File: config.mk
export PLATFORM = sky130hd
export DESIGN_NAME = miner_ctl_top
export DESIGN_NICKNAME = d
export VERILOG_FILES = /design/src/logic/miner_ctl_pkg.sv /design/src/logic/reg_access_if.sv /design/src/logic/axil_req_decode.sv /design/src/logic/miner_ctl_top.sv /design/src/logic/miner_reg_file.sv /design/src/logic/read_result_mux.sv
export SDC_FILE = /design/constraint.sdc
export NUM_CORES = 1
export LEC_CHECK = 0
export BUFFER_PORTS_ARGS = -buffer_cell sky130_fd_sc_hd__clkbuf_2
export CORE_MARGIN = 5
export CORE_UTILIZATION = 23
export CTS_CLUSTER_SIZE = 14
export DETAILED_ROUTE_END_ITERATION = 12
export GPL_TIMING_DRIVEN = 0
export PLACE_DENSITY = 0.47
export SLEW_MARGIN = 20
export SYNTH_ARGS = -nofsm -noshare
export SYNTH_HDL_FRONTEND = slang
export SYNTH_SLANG_ARGS = --single-unit
export TNS_END_PERCENT = 100
File: constraint.sdc
create_clock -name clk_main_a0 -period 1.8 [get_ports clk_main_a0]
set_input_delay 0.36 -clock clk_main_a0 [delete_from_list [all_inputs] [get_ports clk_main_a0]]
set_output_delay 0.36 -clock clk_main_a0 [all_outputs]
set_load 0.02 [all_outputs]
File: src/logic/miner_ctl_pkg.sv
// Shared widths, register map and constants for the miner control block.
// Imported by every RTL module and by the testbench.

package miner_ctl_pkg;

  // --------------------------------------------------------------------------
  // Bus and field widths
  // --------------------------------------------------------------------------
  localparam int ADDR_W   = 32;
  localparam int DATA_W   = 32;
  localparam int RESP_W   = 2;
  localparam int VLED_W   = 16;
  localparam int STATUS_W = 2;

  // Hash words exposed by the miner core
  localparam int BLK_CNT    = 12;
  localparam int HASH_SEL_W = $clog2(BLK_CNT);

  // --------------------------------------------------------------------------
  // Fixed return values
  // --------------------------------------------------------------------------
  // Returned for any address outside the map
  localparam logic [DATA_W-1:0] UNIMPL_VALUE = 32'hdead_beef;

  // Every access completes as OKAY
  localparam logic [RESP_W-1:0] RESP_OKAY = 2'b00;

  // --------------------------------------------------------------------------
  // Register map
  // --------------------------------------------------------------------------
  typedef enum logic [ADDR_W-1:0] {
    // Read/write scratch, reads back byte-swapped
    REG_SCRATCH      = 32'h0000_0500,
    // Read-only status and results
    REG_VLED         = 32'h0000_0504,
    REG_STATUS       = 32'h0000_0508,
    REG_NONCE        = 32'h0000_050C,
    REG_HEAVYHASH    = 32'h0000_0510,
    // Write-only miner control
    REG_BLOCK_HEADER = 32'h0000_0520,
    REG_MATRIX       = 32'h0000_0524,
    REG_TARGET       = 32'h0000_0528,
    REG_NONCE_SIZE   = 32'h0000_052C,
    REG_START        = 32'h0000_0530,
    REG_STOP         = 32'h0000_0534,
    REG_HASH_SEL     = 32'h0000_0538
  } reg_addr_e;

endpackage

File: src/logic/reg_access_if.sv
// Decoded register access between the AXI-Lite front end and its sinks.
// One write and one read request per cycle at most, sinks never stall.

`timescale 1ns/1ps

interface reg_access_if (
  input logic clk_main_a0
);
  import miner_ctl_pkg::*;

  // Write request, valid in the cycle of the data handshake
  logic              wr_en;
  reg_addr_e         wr_addr;
  logic [DATA_W-1:0] wr_data;

  // Read request, one cycle after the address handshake
  logic              rd_en;
  reg_addr_e         rd_addr;

  modport req (
    input  clk_main_a0,
    output wr_en, wr_addr, wr_data, rd_en, rd_addr
  );

  modport wr_sink (
    input clk_main_a0, wr_en, wr_addr, wr_data
  );

  modport rd_sink (
    input clk_main_a0, rd_en, rd_addr
  );

endinterface

File: src/logic/axil_req_decode.sv
// AXI4-Lite slave front end, single-beat and full-word only.
// Turns channel handshakes into write and read pulses on reg_access_if.

`timescale 1ns/1ps

module axil_req_decode (
  input  logic                              clk_main_a0,
  input  logic                              rst_main_n_sync,
  input  logic                              awvalid,
  input  logic [miner_ctl_pkg::ADDR_W-1:0]  awaddr,
  output logic                              awready,
  input  logic                              wvalid,
  input  logic [miner_ctl_pkg::DATA_W-1:0]  wdata,
  output logic                              wready,
  output logic                              bvalid,
  output logic [miner_ctl_pkg::RESP_W-1:0]  bresp,
  input  logic                              bready,
  input  logic                              arvalid,
  input  logic [miner_ctl_pkg::ADDR_W-1:0]  araddr,
  output logic                              arready,
  output logic                              rvalid,
  output logic [miner_ctl_pkg::RESP_W-1:0]  rresp,
  input  logic                              rready,
  reg_access_if.req                         acc
);
  import miner_ctl_pkg::*;

  logic      wr_active;
  reg_addr_e wr_addr_q;
  logic      rd_pend;
  reg_addr_e rd_addr_q;

  // --------------------------------------------------------------------------
  // Write channels
  // --------------------------------------------------------------------------
  assign awready = ~wr_active;
  // Data only once per address, the response must drain first
  assign wready  = wr_active & wvalid & ~bvalid;
  assign bresp   = RESP_OKAY;

  always_ff @(posedge clk_main_a0)
  begin
    if (!rst_main_n_sync)
    begin
      wr_active <= 1'b0;
      wr_addr_q <= reg_addr_e'(0);
      bvalid    <= 1'b0;
    end
    else
    begin
      if (awvalid && awready)
      begin
        wr_active <= 1'b1;
        wr_addr_q <= reg_addr_e'(awaddr);
      end
      else if (bvalid && bready)
        wr_active <= 1'b0;

      if (wready)
        bvalid <= 1'b1;
      else if (bready)
        bvalid <= 1'b0;
    end
  end

  // --------------------------------------------------------------------------
  // Read channels
  // --------------------------------------------------------------------------
  assign arready = ~rd_pend & ~rvalid;
  assign rresp   = RESP_OKAY;

  always_ff @(posedge clk_main_a0)
  begin
    if (!rst_main_n_sync)
    begin
      rd_pend   <= 1'b0;
      rd_addr_q <= reg_addr_e'(0);
      rvalid    <= 1'b0;
    end
    else
    begin
      // Pending lasts exactly one cycle, it doubles as the rd_en pulse
      rd_pend <= arvalid & arready;
      if (arvalid && arready)
        rd_addr_q <= reg_addr_e'(araddr);

      if (rd_pend)
        rvalid <= 1'b1;
      else if (rready)
        rvalid <= 1'b0;
    end
  end

  // Requests toward the register sinks
  assign acc.wr_en   = wready;
  assign acc.wr_addr = wr_addr_q;
  assign acc.wr_data = wdata;
  assign acc.rd_en   = rd_pend;
  assign acc.rd_addr = rd_addr_q;

  // One data beat per accepted address
  a_wready_in_write: assert property (@(posedge clk_main_a0) disable iff (!rst_main_n_sync)
    wready |=> !wready until (awvalid && awready));
  a_bvalid_hold: assert property (@(posedge clk_main_a0) disable iff (!rst_main_n_sync)
    bvalid && !bready |=> bvalid);
  a_rvalid_hold: assert property (@(posedge clk_main_a0) disable iff (!rst_main_n_sync)
    rvalid && !rready |=> rvalid);

endmodule

File: src/logic/miner_ctl_top.sv
// Top level of the miner register block, AXI4-Lite slave with plain ports.
// Connects the front end, register file and read mux over reg_access_if.

`timescale 1ns/1ps

module miner_ctl_top (
  input  logic                                  clk_main_a0,
  input  logic                                  rst_main_n_sync,
  // AXI4-Lite slave
  input  logic                                  awvalid,
  input  logic [miner_ctl_pkg::ADDR_W-1:0]      awaddr,
  output logic                                  awready,
  input  logic                                  wvalid,
  input  logic [miner_ctl_pkg::DATA_W-1:0]      wdata,
  output logic                                  wready,
  output logic                                  bvalid,
  output logic [miner_ctl_pkg::RESP_W-1:0]      bresp,
  input  logic                                  bready,
  input  logic                                  arvalid,
  input  logic [miner_ctl_pkg::ADDR_W-1:0]      araddr,
  output logic                                  arready,
  output logic                                  rvalid,
  output logic [miner_ctl_pkg::DATA_W-1:0]      rdata,
  output logic [miner_ctl_pkg::RESP_W-1:0]      rresp,
  input  logic                                  rready,
  // Virtual DIP switches and LEDs
  input  logic [miner_ctl_pkg::VLED_W-1:0]      vdip,
  output logic [miner_ctl_pkg::VLED_W-1:0]      vled,
  // Miner core control
  output logic [miner_ctl_pkg::DATA_W-1:0]      block_header,
  output logic                                  block_header_we,
  output logic [miner_ctl_pkg::DATA_W-1:0]      matrix_in,
  output logic                                  matrix_fifo_we,
  output logic [miner_ctl_pkg::DATA_W-1:0]      target,
  output logic                                  target_we,
  output logic [miner_ctl_pkg::DATA_W-1:0]      nonce_size,
  output logic                                  start,
  output logic                                  stop,
  output logic [miner_ctl_pkg::HASH_SEL_W-1:0]  hash_select,
  // Miner core results
  input  logic [miner_ctl_pkg::STATUS_W-1:0]    status,
  input  logic [miner_ctl_pkg::DATA_W-1:0]      nonce,
  input  logic [miner_ctl_pkg::DATA_W-1:0]      heavyhash,
  output logic                                  hash_re
);
  import miner_ctl_pkg::*;

  logic [DATA_W-1:0] scratch;
  logic [VLED_W-1:0] vled_shadow;

  reg_access_if acc_if (
    .clk_main_a0 (clk_main_a0)
  );

  // --------------------------------------------------------------------------
  // Bus front end
  // --------------------------------------------------------------------------
  axil_req_decode decode_i (
    .clk_main_a0     (clk_main_a0),
    .rst_main_n_sync (rst_main_n_sync),
    .awvalid         (awvalid),
    .awaddr          (awaddr),
    .awready         (awready),
    .wvalid          (wvalid),
    .wdata           (wdata),
    .wready          (wready),
    .bvalid          (bvalid),
    .bresp           (bresp),
    .bready          (bready),
    .arvalid         (arvalid),
    .araddr          (araddr),
    .arready         (arready),
    .rvalid          (rvalid),
    .rresp           (rresp),
    .rready          (rready),
    .acc             (acc_if.req)
  );

  // --------------------------------------------------------------------------
  // Registers and read data
  // --------------------------------------------------------------------------
  miner_reg_file reg_file_i (
    .clk_main_a0     (clk_main_a0),
    .rst_main_n_sync (rst_main_n_sync),
    .acc             (acc_if.wr_sink),
    .vdip            (vdip),
    .vled            (vled),
    .vled_shadow     (vled_shadow),
    .scratch         (scratch),
    .block_header    (block_header),
    .block_header_we (block_header_we),
    .matrix_in       (matrix_in),
    .matrix_fifo_we  (matrix_fifo_we),
    .target          (target),
    .target_we       (target_we),
    .nonce_size      (nonce_size),
    .start           (start),
    .stop            (stop),
    .hash_select     (hash_select)
  );

  read_result_mux result_i (
    .clk_main_a0     (clk_main_a0),
    .rst_main_n_sync (rst_main_n_sync),
    .acc             (acc_if.rd_sink),
    .scratch         (scratch),
    .vled_shadow     (vled_shadow),
    .status          (status),
    .nonce           (nonce),
    .heavyhash       (heavyhash),
    .rdata           (rdata),
    .hash_re         (hash_re)
  );

endmodule

File: src/logic/miner_reg_file.sv
// Writable registers of the miner block, control pulses and the LED path.
// Samples decoded writes from reg_access_if, one edge after the data beat.

`timescale 1ns/1ps

module miner_reg_file (
  input  logic                                  clk_main_a0,
  input  logic                                  rst_main_n_sync,
  reg_access_if.wr_sink                         acc,
  input  logic [miner_ctl_pkg::VLED_W-1:0]      vdip,
  output logic [miner_ctl_pkg::VLED_W-1:0]      vled,
  output logic [miner_ctl_pkg::VLED_W-1:0]      vled_shadow,
  output logic [miner_ctl_pkg::DATA_W-1:0]      scratch,
  output logic [miner_ctl_pkg::DATA_W-1:0]      block_header,
  output logic                                  block_header_we,
  output logic [miner_ctl_pkg::DATA_W-1:0]      matrix_in,
  output logic                                  matrix_fifo_we,
  output logic [miner_ctl_pkg::DATA_W-1:0]      target,
  output logic                                  target_we,
  output logic [miner_ctl_pkg::DATA_W-1:0]      nonce_size,
  output logic                                  start,
  output logic                                  stop,
  output logic [miner_ctl_pkg::HASH_SEL_W-1:0]  hash_select
);
  import miner_ctl_pkg::*;

  logic [VLED_W-1:0] vdip_q1;
  logic [VLED_W-1:0] vdip_q2;

  // --------------------------------------------------------------------------
  // Control and data registers
  // --------------------------------------------------------------------------
  always_ff @(posedge clk_main_a0)
  begin
    if (!rst_main_n_sync)
    begin
      scratch         <= '0;
      block_header    <= '0;
      matrix_in       <= '0;
      target          <= '0;
      nonce_size      <= '0;
      hash_select     <= '0;
      block_header_we <= 1'b0;
      matrix_fifo_we  <= 1'b0;
      target_we       <= 1'b0;
      start           <= 1'b0;
      stop            <= 1'b0;
    end
    else
    begin
      // Pulses drop unless refreshed by a write this cycle
      block_header_we <= 1'b0;
      matrix_fifo_we  <= 1'b0;
      target_we       <= 1'b0;
      start           <= 1'b0;
      stop            <= 1'b0;

      if (acc.wr_en)
      begin
        case (acc.wr_addr)
          REG_SCRATCH:
            scratch <= acc.wr_data;
          REG_BLOCK_HEADER:
          begin
            block_header    <= acc.wr_data;
            block_header_we <= 1'b1;
          end
          REG_MATRIX:
          begin
            matrix_in      <= acc.wr_data;
            matrix_fifo_we <= 1'b1;
          end
          REG_TARGET:
          begin
            target    <= acc.wr_data;
            target_we <= 1'b1;
          end
          REG_NONCE_SIZE:
            nonce_size <= acc.wr_data;
          REG_START:
            start <= 1'b1;
          REG_STOP:
            stop <= 1'b1;
          REG_HASH_SEL:
            hash_select <= acc.wr_data[HASH_SEL_W-1:0];
          // Read-only and unmapped addresses drop the write
          default:
            ;
        endcase
      end
    end
  end

  // --------------------------------------------------------------------------
  // Virtual LEDs
  // --------------------------------------------------------------------------
  // DIP switches arrive asynchronous, two flops before use
  always_ff @(posedge clk_main_a0)
  begin
    if (!rst_main_n_sync)
    begin
      vdip_q1     <= '0;
      vdip_q2     <= '0;
      vled_shadow <= '0;
      vled        <= '0;
    end
    else
    begin
      vdip_q1     <= vdip;
      vdip_q2     <= vdip_q1;
      vled_shadow <= scratch[VLED_W-1:0];
      // Switch off any LED whose DIP is low
      vled        <= vled_shadow & vdip_q2;
    end
  end

  a_pulse_onehot: assert property (@(posedge clk_main_a0) disable iff (!rst_main_n_sync)
    $onehot0({block_header_we, matrix_fifo_we, target_we, start, stop}));

endmodule

File: src/logic/read_result_mux.sv
// Registered read data for the AXI-Lite R channel.
// Loads on rd_en so the value lines up with the rvalid rise.

`timescale 1ns/1ps

module read_result_mux (
  input  logic                                clk_main_a0,
  input  logic                                rst_main_n_sync,
  reg_access_if.rd_sink                       acc,
  input  logic [miner_ctl_pkg::DATA_W-1:0]    scratch,
  input  logic [miner_ctl_pkg::VLED_W-1:0]    vled_shadow,
  input  logic [miner_ctl_pkg::STATUS_W-1:0]  status,
  input  logic [miner_ctl_pkg::DATA_W-1:0]    nonce,
  input  logic [miner_ctl_pkg::DATA_W-1:0]    heavyhash,
  output logic [miner_ctl_pkg::DATA_W-1:0]    rdata,
  output logic                                hash_re
);
  import miner_ctl_pkg::*;

  logic [DATA_W-1:0] scratch_swapped;

  // Scratch reads back with its bytes reversed
  assign scratch_swapped = {scratch[7:0], scratch[15:8], scratch[23:16], scratch[31:24]};

  always_ff @(posedge clk_main_a0)
  begin
    if (!rst_main_n_sync)
    begin
      rdata   <= '0;
      hash_re <= 1'b0;
    end
    else
    begin
      // Hash FIFO pops once per heavyhash read
      hash_re <= acc.rd_en && (acc.rd_addr == REG_HEAVYHASH);

      if (acc.rd_en)
      begin
        case (acc.rd_addr)
          REG_SCRATCH:
            rdata <= scratch_swapped;
          REG_VLED:
            rdata <= {{(DATA_W - VLED_W){1'b0}}, vled_shadow};
          REG_STATUS:
            rdata <= {{(DATA_W - STATUS_W){1'b0}}, status};
          REG_NONCE:
            rdata <= nonce;
          REG_HEAVYHASH:
            rdata <= heavyhash;
          // Write-only registers read as unmapped too
          default:
            rdata <= UNIMPL_VALUE;
        endcase
      end
    end
  end

endmodule

==> results of run 1 <==
## layer usage
| metal | share of wire (%) | global-route usage [%] |
|---|---|---|
| met1 | 43 | 20.37 |
| met2 | 48 | 28.94 |
| met3 | 7.4 | 5.414 |
| met4 | 2.3 | 4.713 |
| met5 | 0.16 | 0 |
## placed cells by master (no fill, tap or decap), types with 12 or more instances in the layout
| master | n |
|---|---|
| dlygate4sd3_1 | 16 |
| a22oi_1 | 16 |
| o22a_1 | 13 |
| nor2_1 | 15 |
| buf_6 | 15 |
| buf_4 | 23 |
| dfxtp_2 | 12 |
| a21oi_1 | 77 |
| mux2i_1 | 190 |
| o21ai_0 | 24 |
| and3_1 | 16 |
| inv_1 | 19 |
| a31oi_1 | 14 |
| clkbuf_1 | 49 |
| clkbuf_2 | 387 |
| clkbuf_16 | 44 |
| and2_1 | 33 |
| nand2_1 | 331 |
| buf_12 | 27 |
| dfxtp_1 | 321 |
## tightest hold or removal path, delay by kind of cell
| family | cells | cell delay, ns |
|---|---|---|
| compound gates | 1 | 0.05 |
| buf+inv | 1 | 0.08 |
| simple gates | 1 | 0.05 |
## registers in the layout, summed over array words and instances (netlist names), 4 cells and up
name and flops:
decode_i.acc.rd_addr 32, decode_i.acc.wr_addr 32, reg_file_i.block_header 32, reg_file_i.matrix_in 32, reg_file_i.nonce_size 32, reg_file_i.scratch 32, reg_file_i.target 32, result_i.rdata 32
reg_file_i.vdip_q1 16, reg_file_i.vdip_q2 16, reg_file_i.vled 16, reg_file_i.vled_shadow 16, reg_file_i.hash_select 4
## timing repair
| item | in CTS | in global routing |
|---|---|---|
| buffers inserted | 34 | 7 |
| pin swaps | 13 | 12 |
| gates resized for setup | 83 | 29 |
| hold buffers | 16 | 0 |
| cloned | 8 | 5 |
| setup endpoints to repair | 234 | 212 |
| hold endpoints to repair | 16 | 0 |
## worst max-delay path by stage
stage                     slack [ns]                          end  cells after the start
final                          -0.18        reg_file_i.target[14]                      7
after CTS                      -0.21    reg_file_i.nonce_size[13]                      7
after global routing           -0.29        reg_file_i.target[13]                      7
after global placement         -1.15            result_i.rdata[0]                      5
after floorplan                -0.05        reg_file_i.scratch[1]                      5
after detailed placement       -0.76  reg_file_i.block_header[11]                      5
## area by class of cell
cell class              count  area [um^2]
fillers                  5645        36040
flip-flops and latches    334         6705
multi-input cells         838         5438
repair buffers            444         2867
clock buffers              52         1136
well taps                 696        870.8
plain buffers              93        666.9
clock inverters            16        220.2
inverters                  21        78.83
diodes                      3        7.507
## kinds of logic after synthesis
group	Yosys count	synth area share (%)
and+or+nand+nor	452	17.36
DFF	334	53.18
muxes	199	15.89
AOI/OAI and AO/OA	183	9.046
buffers and inverters	118	4.498
other	1	0.02983
## where the power goes
group / switching, mW / internal [mW]
Clock: 3.33 / 5.04
Sequential: 0.125 / 7.56
Combinational: 0.875 / 0.531
Total: 4.33 / 13.1
## metrics by stage
stage / utilization, % / setup TNS (ns) / cells / power (mW) / instance area, um^2
2_1_floorplan: - / -3.383 / 1290 / 8.516 / 12610
3_3_place_gp: 28.43 / -177.75 / 2360 / 9.159 / 15360
5_1_grt: 33.28 / -38.30 / 2494 / 18.13 / 17980
6_report: 33.30 / -18.20 / 2497 / 17.47 / 17990
4_1_cts: 32.85 / -22.86 / 2482 / 17.75 / 17750
3_5_place_dp: 28.43 / -127.81 / 2360 / 9.178 / 15360
==> flow_metrics.env, run 1 <==
export IMPL_status="finished, violations left"
export IMPL_violations="setup timing"
export IMPL_slew_violations=0
export IMPL_fin_ws_ns=-0.1825
export IMPL_yosys_area_top_type="dfxtp_1"
export IMPL_cts_root_buf="clkbuf_16"
export IMPL_tightest_slew_ns=0.8199
export IMPL_dieArea_um2=59440
export IMPL_synthDistinctLibCells=47
export IMPL_clk_pin_slew_worst_paths_ns=0.06
export IMPL_critical_path_buf_inv_count=3
export IMPL_syn_cell_area_um2=12570
export IMPL_worstHoldStart="araddr[14]"
export IMPL_grt_max_degree=14
export IMPL_wl_per_cell_um=21.10
export IMPL_whs_path_depth=3
export IMPL_arrival_ns=2.45
export IMPL_placement_io_buffers=374
export IMPL_drtAntennaViolNets=0
export IMPL_syn_inst=1287
export IMPL_startpoint="decode_i.acc.wr_addr[25]"
export IMPL_syn_to_final_growth_pct=43.08
export IMPL_grt_ovfl_total=0
export IMPL_ys_async_sr_fraction_pct=0
export IMPL_critPathSlowestCell="dfxtp_1"
export IMPL_die_h_um=243.8
export IMPL_leakagePower_nw=7.536
export IMPL_cpPeakStageDelay_ns=0.35
export IMPL_netlist_top_cells_count="dfxtp_1, nand2_1, mux2i_1"
export IMPL_hp_class="input port to register"
export IMPL_power_density_nw_per_um2=970.9
export IMPL_pin_count=380
export IMPL_skew_ns=0.01873
export IMPL_worstReg2RegStart="decode_i.acc.wr_addr[25]"
export IMPL_crit_required_ns=2.27
export IMPL_cts_sinks=334
export IMPL_antenna_found_initial=9
export IMPL_fin_crit_ns=1.982
export IMPL_crit_path_end_kind="register"
export IMPL_rsz0062_at_grt="true"
export IMPL_drv_cap=0
export IMPL_die_x_um=243.8
export IMPL_grt_pass1_wl_um=75380
export IMPL_min_to="decode_i.acc.rd_addr[14]"
export IMPL_vias_per_cell=4.413
export IMPL_place_gp_congestion=0.8372
export IMPL_synth_top_area_share_pct=53.18
export IMPL_rows=85
export IMPL_critical_path_top_delay_family="simple AND/OR/NAND/NOR gates"
export IMPL_finalHoldWorstSlack_ns=0.04043
export IMPL_first_pass_iters=4
export IMPL_reg2reg_to="reg_file_i.target[14]"
export IMPL_drcViolationCount=0
export IMPL_start_kind="register"
export IMPL_synthFlopType="dfxtp_1"
export IMPL_ys_warn_count=0
export IMPL_peakVddDrop_mv=0.5721
export IMPL_synth_seq_cells=334
export IMPL_final_hold_viol_count=0
export IMPL_post_place_ws_ns=-0.7608
export IMPL_layout_drive_gt1_share_pct=32.15
export IMPL_grt_usage_pct=16.86
export IMPL_fmax_mhz=504.4
export IMPL_ys_seq_area_share_pct=53.18
export IMPL_setup_viol=161
export IMPL_vias=11020
export IMPL_clockBufferDepth=3
export IMPL_wirelength_um=52700
export IMPL_synth_edff_count=0
export IMPL_initial_core_util_pct=23.27
export IMPL_worstSetupPathType="register to register"
export IMPL_grt_pass1_vias=11530
export IMPL_slew_limit_headroom_pct=45.34
export IMPL_crit_chain="nor4_4 -> nand4_4 -> buf_6 -> nor4_4 -> buf_12 -> clkbuf_16 -> mux2i_1"
export IMPL_r2r_cells=7
export IMPL_crit_fanout=8
export IMPL_synth_area_leaders="dfxtp_1, mux2i_1, nand2_1, a21oi_1, clkbuf_1"
export IMPL_r2r_setup_slack_ns=-0.18
export IMPL_nets=1957
export IMPL_critPathMostFrequentCell="nor4_4"
export IMPL_core_um2=54030
export IMPL_drt_iter0_drc=367
export IMPL_clock_latency_ns=0.55
export IMPL_htreeDepth=2
export IMPL_syn_area_per_cell_um2=9.769
export IMPL_cts_tree="yes"
export IMPL_cts_buffers=40
export IMPL_yosysMostFrequentCell="dfxtp_1"
export IMPL_fin_crit_sh_pct=110.1
export IMPL_dpl_hpwl_um=39780
(Power assumes the default switching activity.)
==> run 2: changes to the inputs <==
Settings changed: SYNTH_HIERARCHICAL set to 1.
==> flow_metrics.env, run 2 <==
export IMPL_status="finished, violations left"
export IMPL_violations="setup timing"
export IMPL_yosysMostFrequentCell="dfxtp_1"
export IMPL_grt_pass1_wl_um=76130
export IMPL_ys_warn_count=6
export IMPL_final_core_util_pct=32.70
export IMPL_leakagePower_nw=7.788
export IMPL_synth_edff_count=0
export IMPL_slew_violations=0
export IMPL_synth_top_area_share_pct=51.49
export IMPL_syn_inst=1315
export IMPL_die_h_um=247.6
export IMPL_power_density_nw_per_um2=965.5
export IMPL_drv_cap=0
export IMPL_layout_common_cells="clkbuf_2, dfxtp_1, nand2_1, mux2i_1, buf_4"
export IMPL_first_pass_iters=5
export IMPL_rsz0062_at_grt="true"
export IMPL_critPathMostFrequentCell="buf_12"
export IMPL_critPathSlowestCell="or4_4"
export IMPL_cts_buffers=41
export IMPL_crit_chain="or4_4 -> buf_6 -> nor3_4 -> buf_12 -> buf_12 -> buf_12 -> mux2i_1"
export IMPL_grt_usage_pct=16.86
export IMPL_start_kind="register"
export IMPL_placement_io_buffers=343
export IMPL_cts_tree="yes"
export IMPL_cpPeakStageDelay_ns=0.53
export IMPL_arrival_ns=2.42
export IMPL_pin_count=380
export IMPL_cts_sinks=334
export IMPL_cts_root_buf="clkbuf_16"
export IMPL_dieArea_um2=61310
export IMPL_clockBufferDepth=3
export IMPL_crit_path_end_kind="register"
export IMPL_initial_core_util_pct=23.12
export IMPL_nets=1960
export IMPL_yosys_area_top_type="dfxtp_1"
export IMPL_fmax_mhz=516.6
export IMPL_ys_seq_area_share_pct=51.49
export IMPL_synthDistinctLibCells=57
export IMPL_hp_class="input port to register"
export IMPL_slew_limit_headroom_pct=52.45
export IMPL_syn_to_final_growth_pct=41.43
export IMPL_place_gp_congestion=0.8390
export IMPL_core_um2=56170
export IMPL_synth_seq_cells=334
export IMPL_place_area_um2=15680
export IMPL_syn_area_per_cell_um2=9.875
export IMPL_worstSetupPathType="register to register"
export IMPL_layout_drive_gt1_share_pct=34.27
export IMPL_grt_pass1_vias=11500
export IMPL_drcViolationCount=0
export IMPL_fin_crit_sh_pct=107.5
export IMPL_clock_latency_ns=0.55
export IMPL_grt_ovfl_total=0
export IMPL_syn_cell_area_um2=12990
export IMPL_mostFrequentLayoutCell="clkbuf_2"
export IMPL_setup_viol=159
export IMPL_final_hold_viol_count=0
export IMPL_netlist_top_cells_count="dfxtp_1, nand2_1, mux2i_1"
export IMPL_vias_per_cell=4.301
export IMPL_ys_async_sr_fraction_pct=0
export IMPL_fin_area_um2=18370
export IMPL_rows=87
export IMPL_seq_area_um2=6708
export IMPL_fin_ws_ns=-0.1359
export IMPL_die_x_um=247.6
export IMPL_drtAntennaViolNets=0
export IMPL_drt_iter0_drc=542
export IMPL_antenna_found_initial=8
export IMPL_clk_pin_slew_worst_paths_ns=0.06
export IMPL_wl_per_cell_um=21.07
export IMPL_tightest_slew_ns=0.7133
export IMPL_post_place_ws_ns=-1.399
export IMPL_peakVddDrop_mv=0.5749
export IMPL_fillerInstances=5895
export IMPL_synth_area_leaders="dfxtp_1, mux2i_1, nand2_1, buf_4, o21ai_0"
export IMPL_crit_fanout=7
export IMPL_vias=11030
export IMPL_htreeDepth=2
export IMPL_synthFlopType="dfxtp_1"
export IMPL_grt_max_degree=14
export IMPL_crit_required_ns=2.28
export IMPL_fin_crit_ns=1.936
export IMPL_dpl_hpwl_um=40810
export IMPL_finalHoldWorstSlack_ns=0.03532
export IMPL_wirelength_um=54050
export IMPL_fin_setup_tns_ns=-12.53
export IMPL_multiInputGateArea_um2=5504
export IMPL_skew_ns=0.01593
run 2: changes by cell type after synthesis, moves of 27 or more:
| cell | delta |
|---|---|
| o21ai_0 | +37 |
| nand2_1 | -34 |
| clkbuf_1 | -27 |
| nand3_1 | +34 |
| buf_4 | +43 |
| a21oi_1 | -64 |
run 2: final timing paths:
kind | from | to | slack [ns] | cells past startpoint
worst max-delay path | decode_i/acc.wr_addr[3] | reg_file_i/block_header[17] | -0.14 | 7
worst max register to register | decode_i/acc.wr_addr[3] | reg_file_i/block_header[17] | -0.14 | 7
worst min register to register | reg_file_i/vdip_q1[4] | reg_file_i/vdip_q2[4] | 0.43 | 1
worst min-delay path | awaddr[3] | decode_i/acc.wr_addr[3] | 0.04 | 3
run 2: what timing repair did:
| item | in CTS | in global routing |
|---|---|---|
| pin swaps | 13 | 14 |
| buffers inserted | 29 | 17 |
| hold buffers | 16 | 0 |
| endpoints found under the hold margin | 16 | 0 |
| cloned | 10 | 6 |
| setup endpoints to repair | 202 | 201 |
| resized for setup | 67 | 38 |
run 2: worst max-delay path, delay by kind of cell (launching register included):
| kind | cells | cell delay, ns |
|---|---|---|
| and+or+nand+nor | 2 | 0.74 |
| buffers and inverters | 4 | 0.57 |
| DFF | 1 | 0.34 |
| muxes | 1 | 0.19 |
run 2: through the flow:
step | cells | power [mW]
final | 2565 | 17.73
after floorplan | 1318 | 8.594
after detailed placement | 2417 | 9.233
after global placement | 2417 | 9.218
after CTS | 2546 | 18.04
after global routing | 2563 | 18.47
run 2: cell type report:
cell class | instances | area share (%)
Sequential cell | 334 | 36.52
Multi-Input combinational cell | 833 | 29.97
Timing Repair Buffer | 414 | 14.74
Clock buffer | 63 | 6.867
Buffer | 131 | 5.518
Tap cell | 756 | 5.150
Clock inverter | 11 | 0.7834
Inverter | 20 | 0.4087
Antenna cell | 3 | 0.04087
run 2: logic make-up after synthesis:
| family | after synthesis | share of synthesized area [%] |
|---|---|---|
| DFF | 334 | 51.49 |
| buffers and inverters | 152 | 7.515 |
| other | 1 | 0.02888 |
| AOI/OAI and AO/OA | 205 | 10.84 |
| muxes | 177 | 13.66 |
| and+or+nand+nor | 446 | 16.47 |
run 2: power by group:
part / leakage (nW) / internal (mW) / switching (mW)
Combinational: 4.38 / 0.582 / 0.902
Sequential: 2.72 / 7.56 / 0.114
Clock: 0.691 / 5.26 / 3.32
run 2: metal layers:
metal  track usage, %  vias up  wire, um
met5                0        -        29
met4            3.867        6      1212
met3            4.997       71      4243
met2            28.03      361     25070
met1            21.69     5211     23500
li1                 -     5384         -
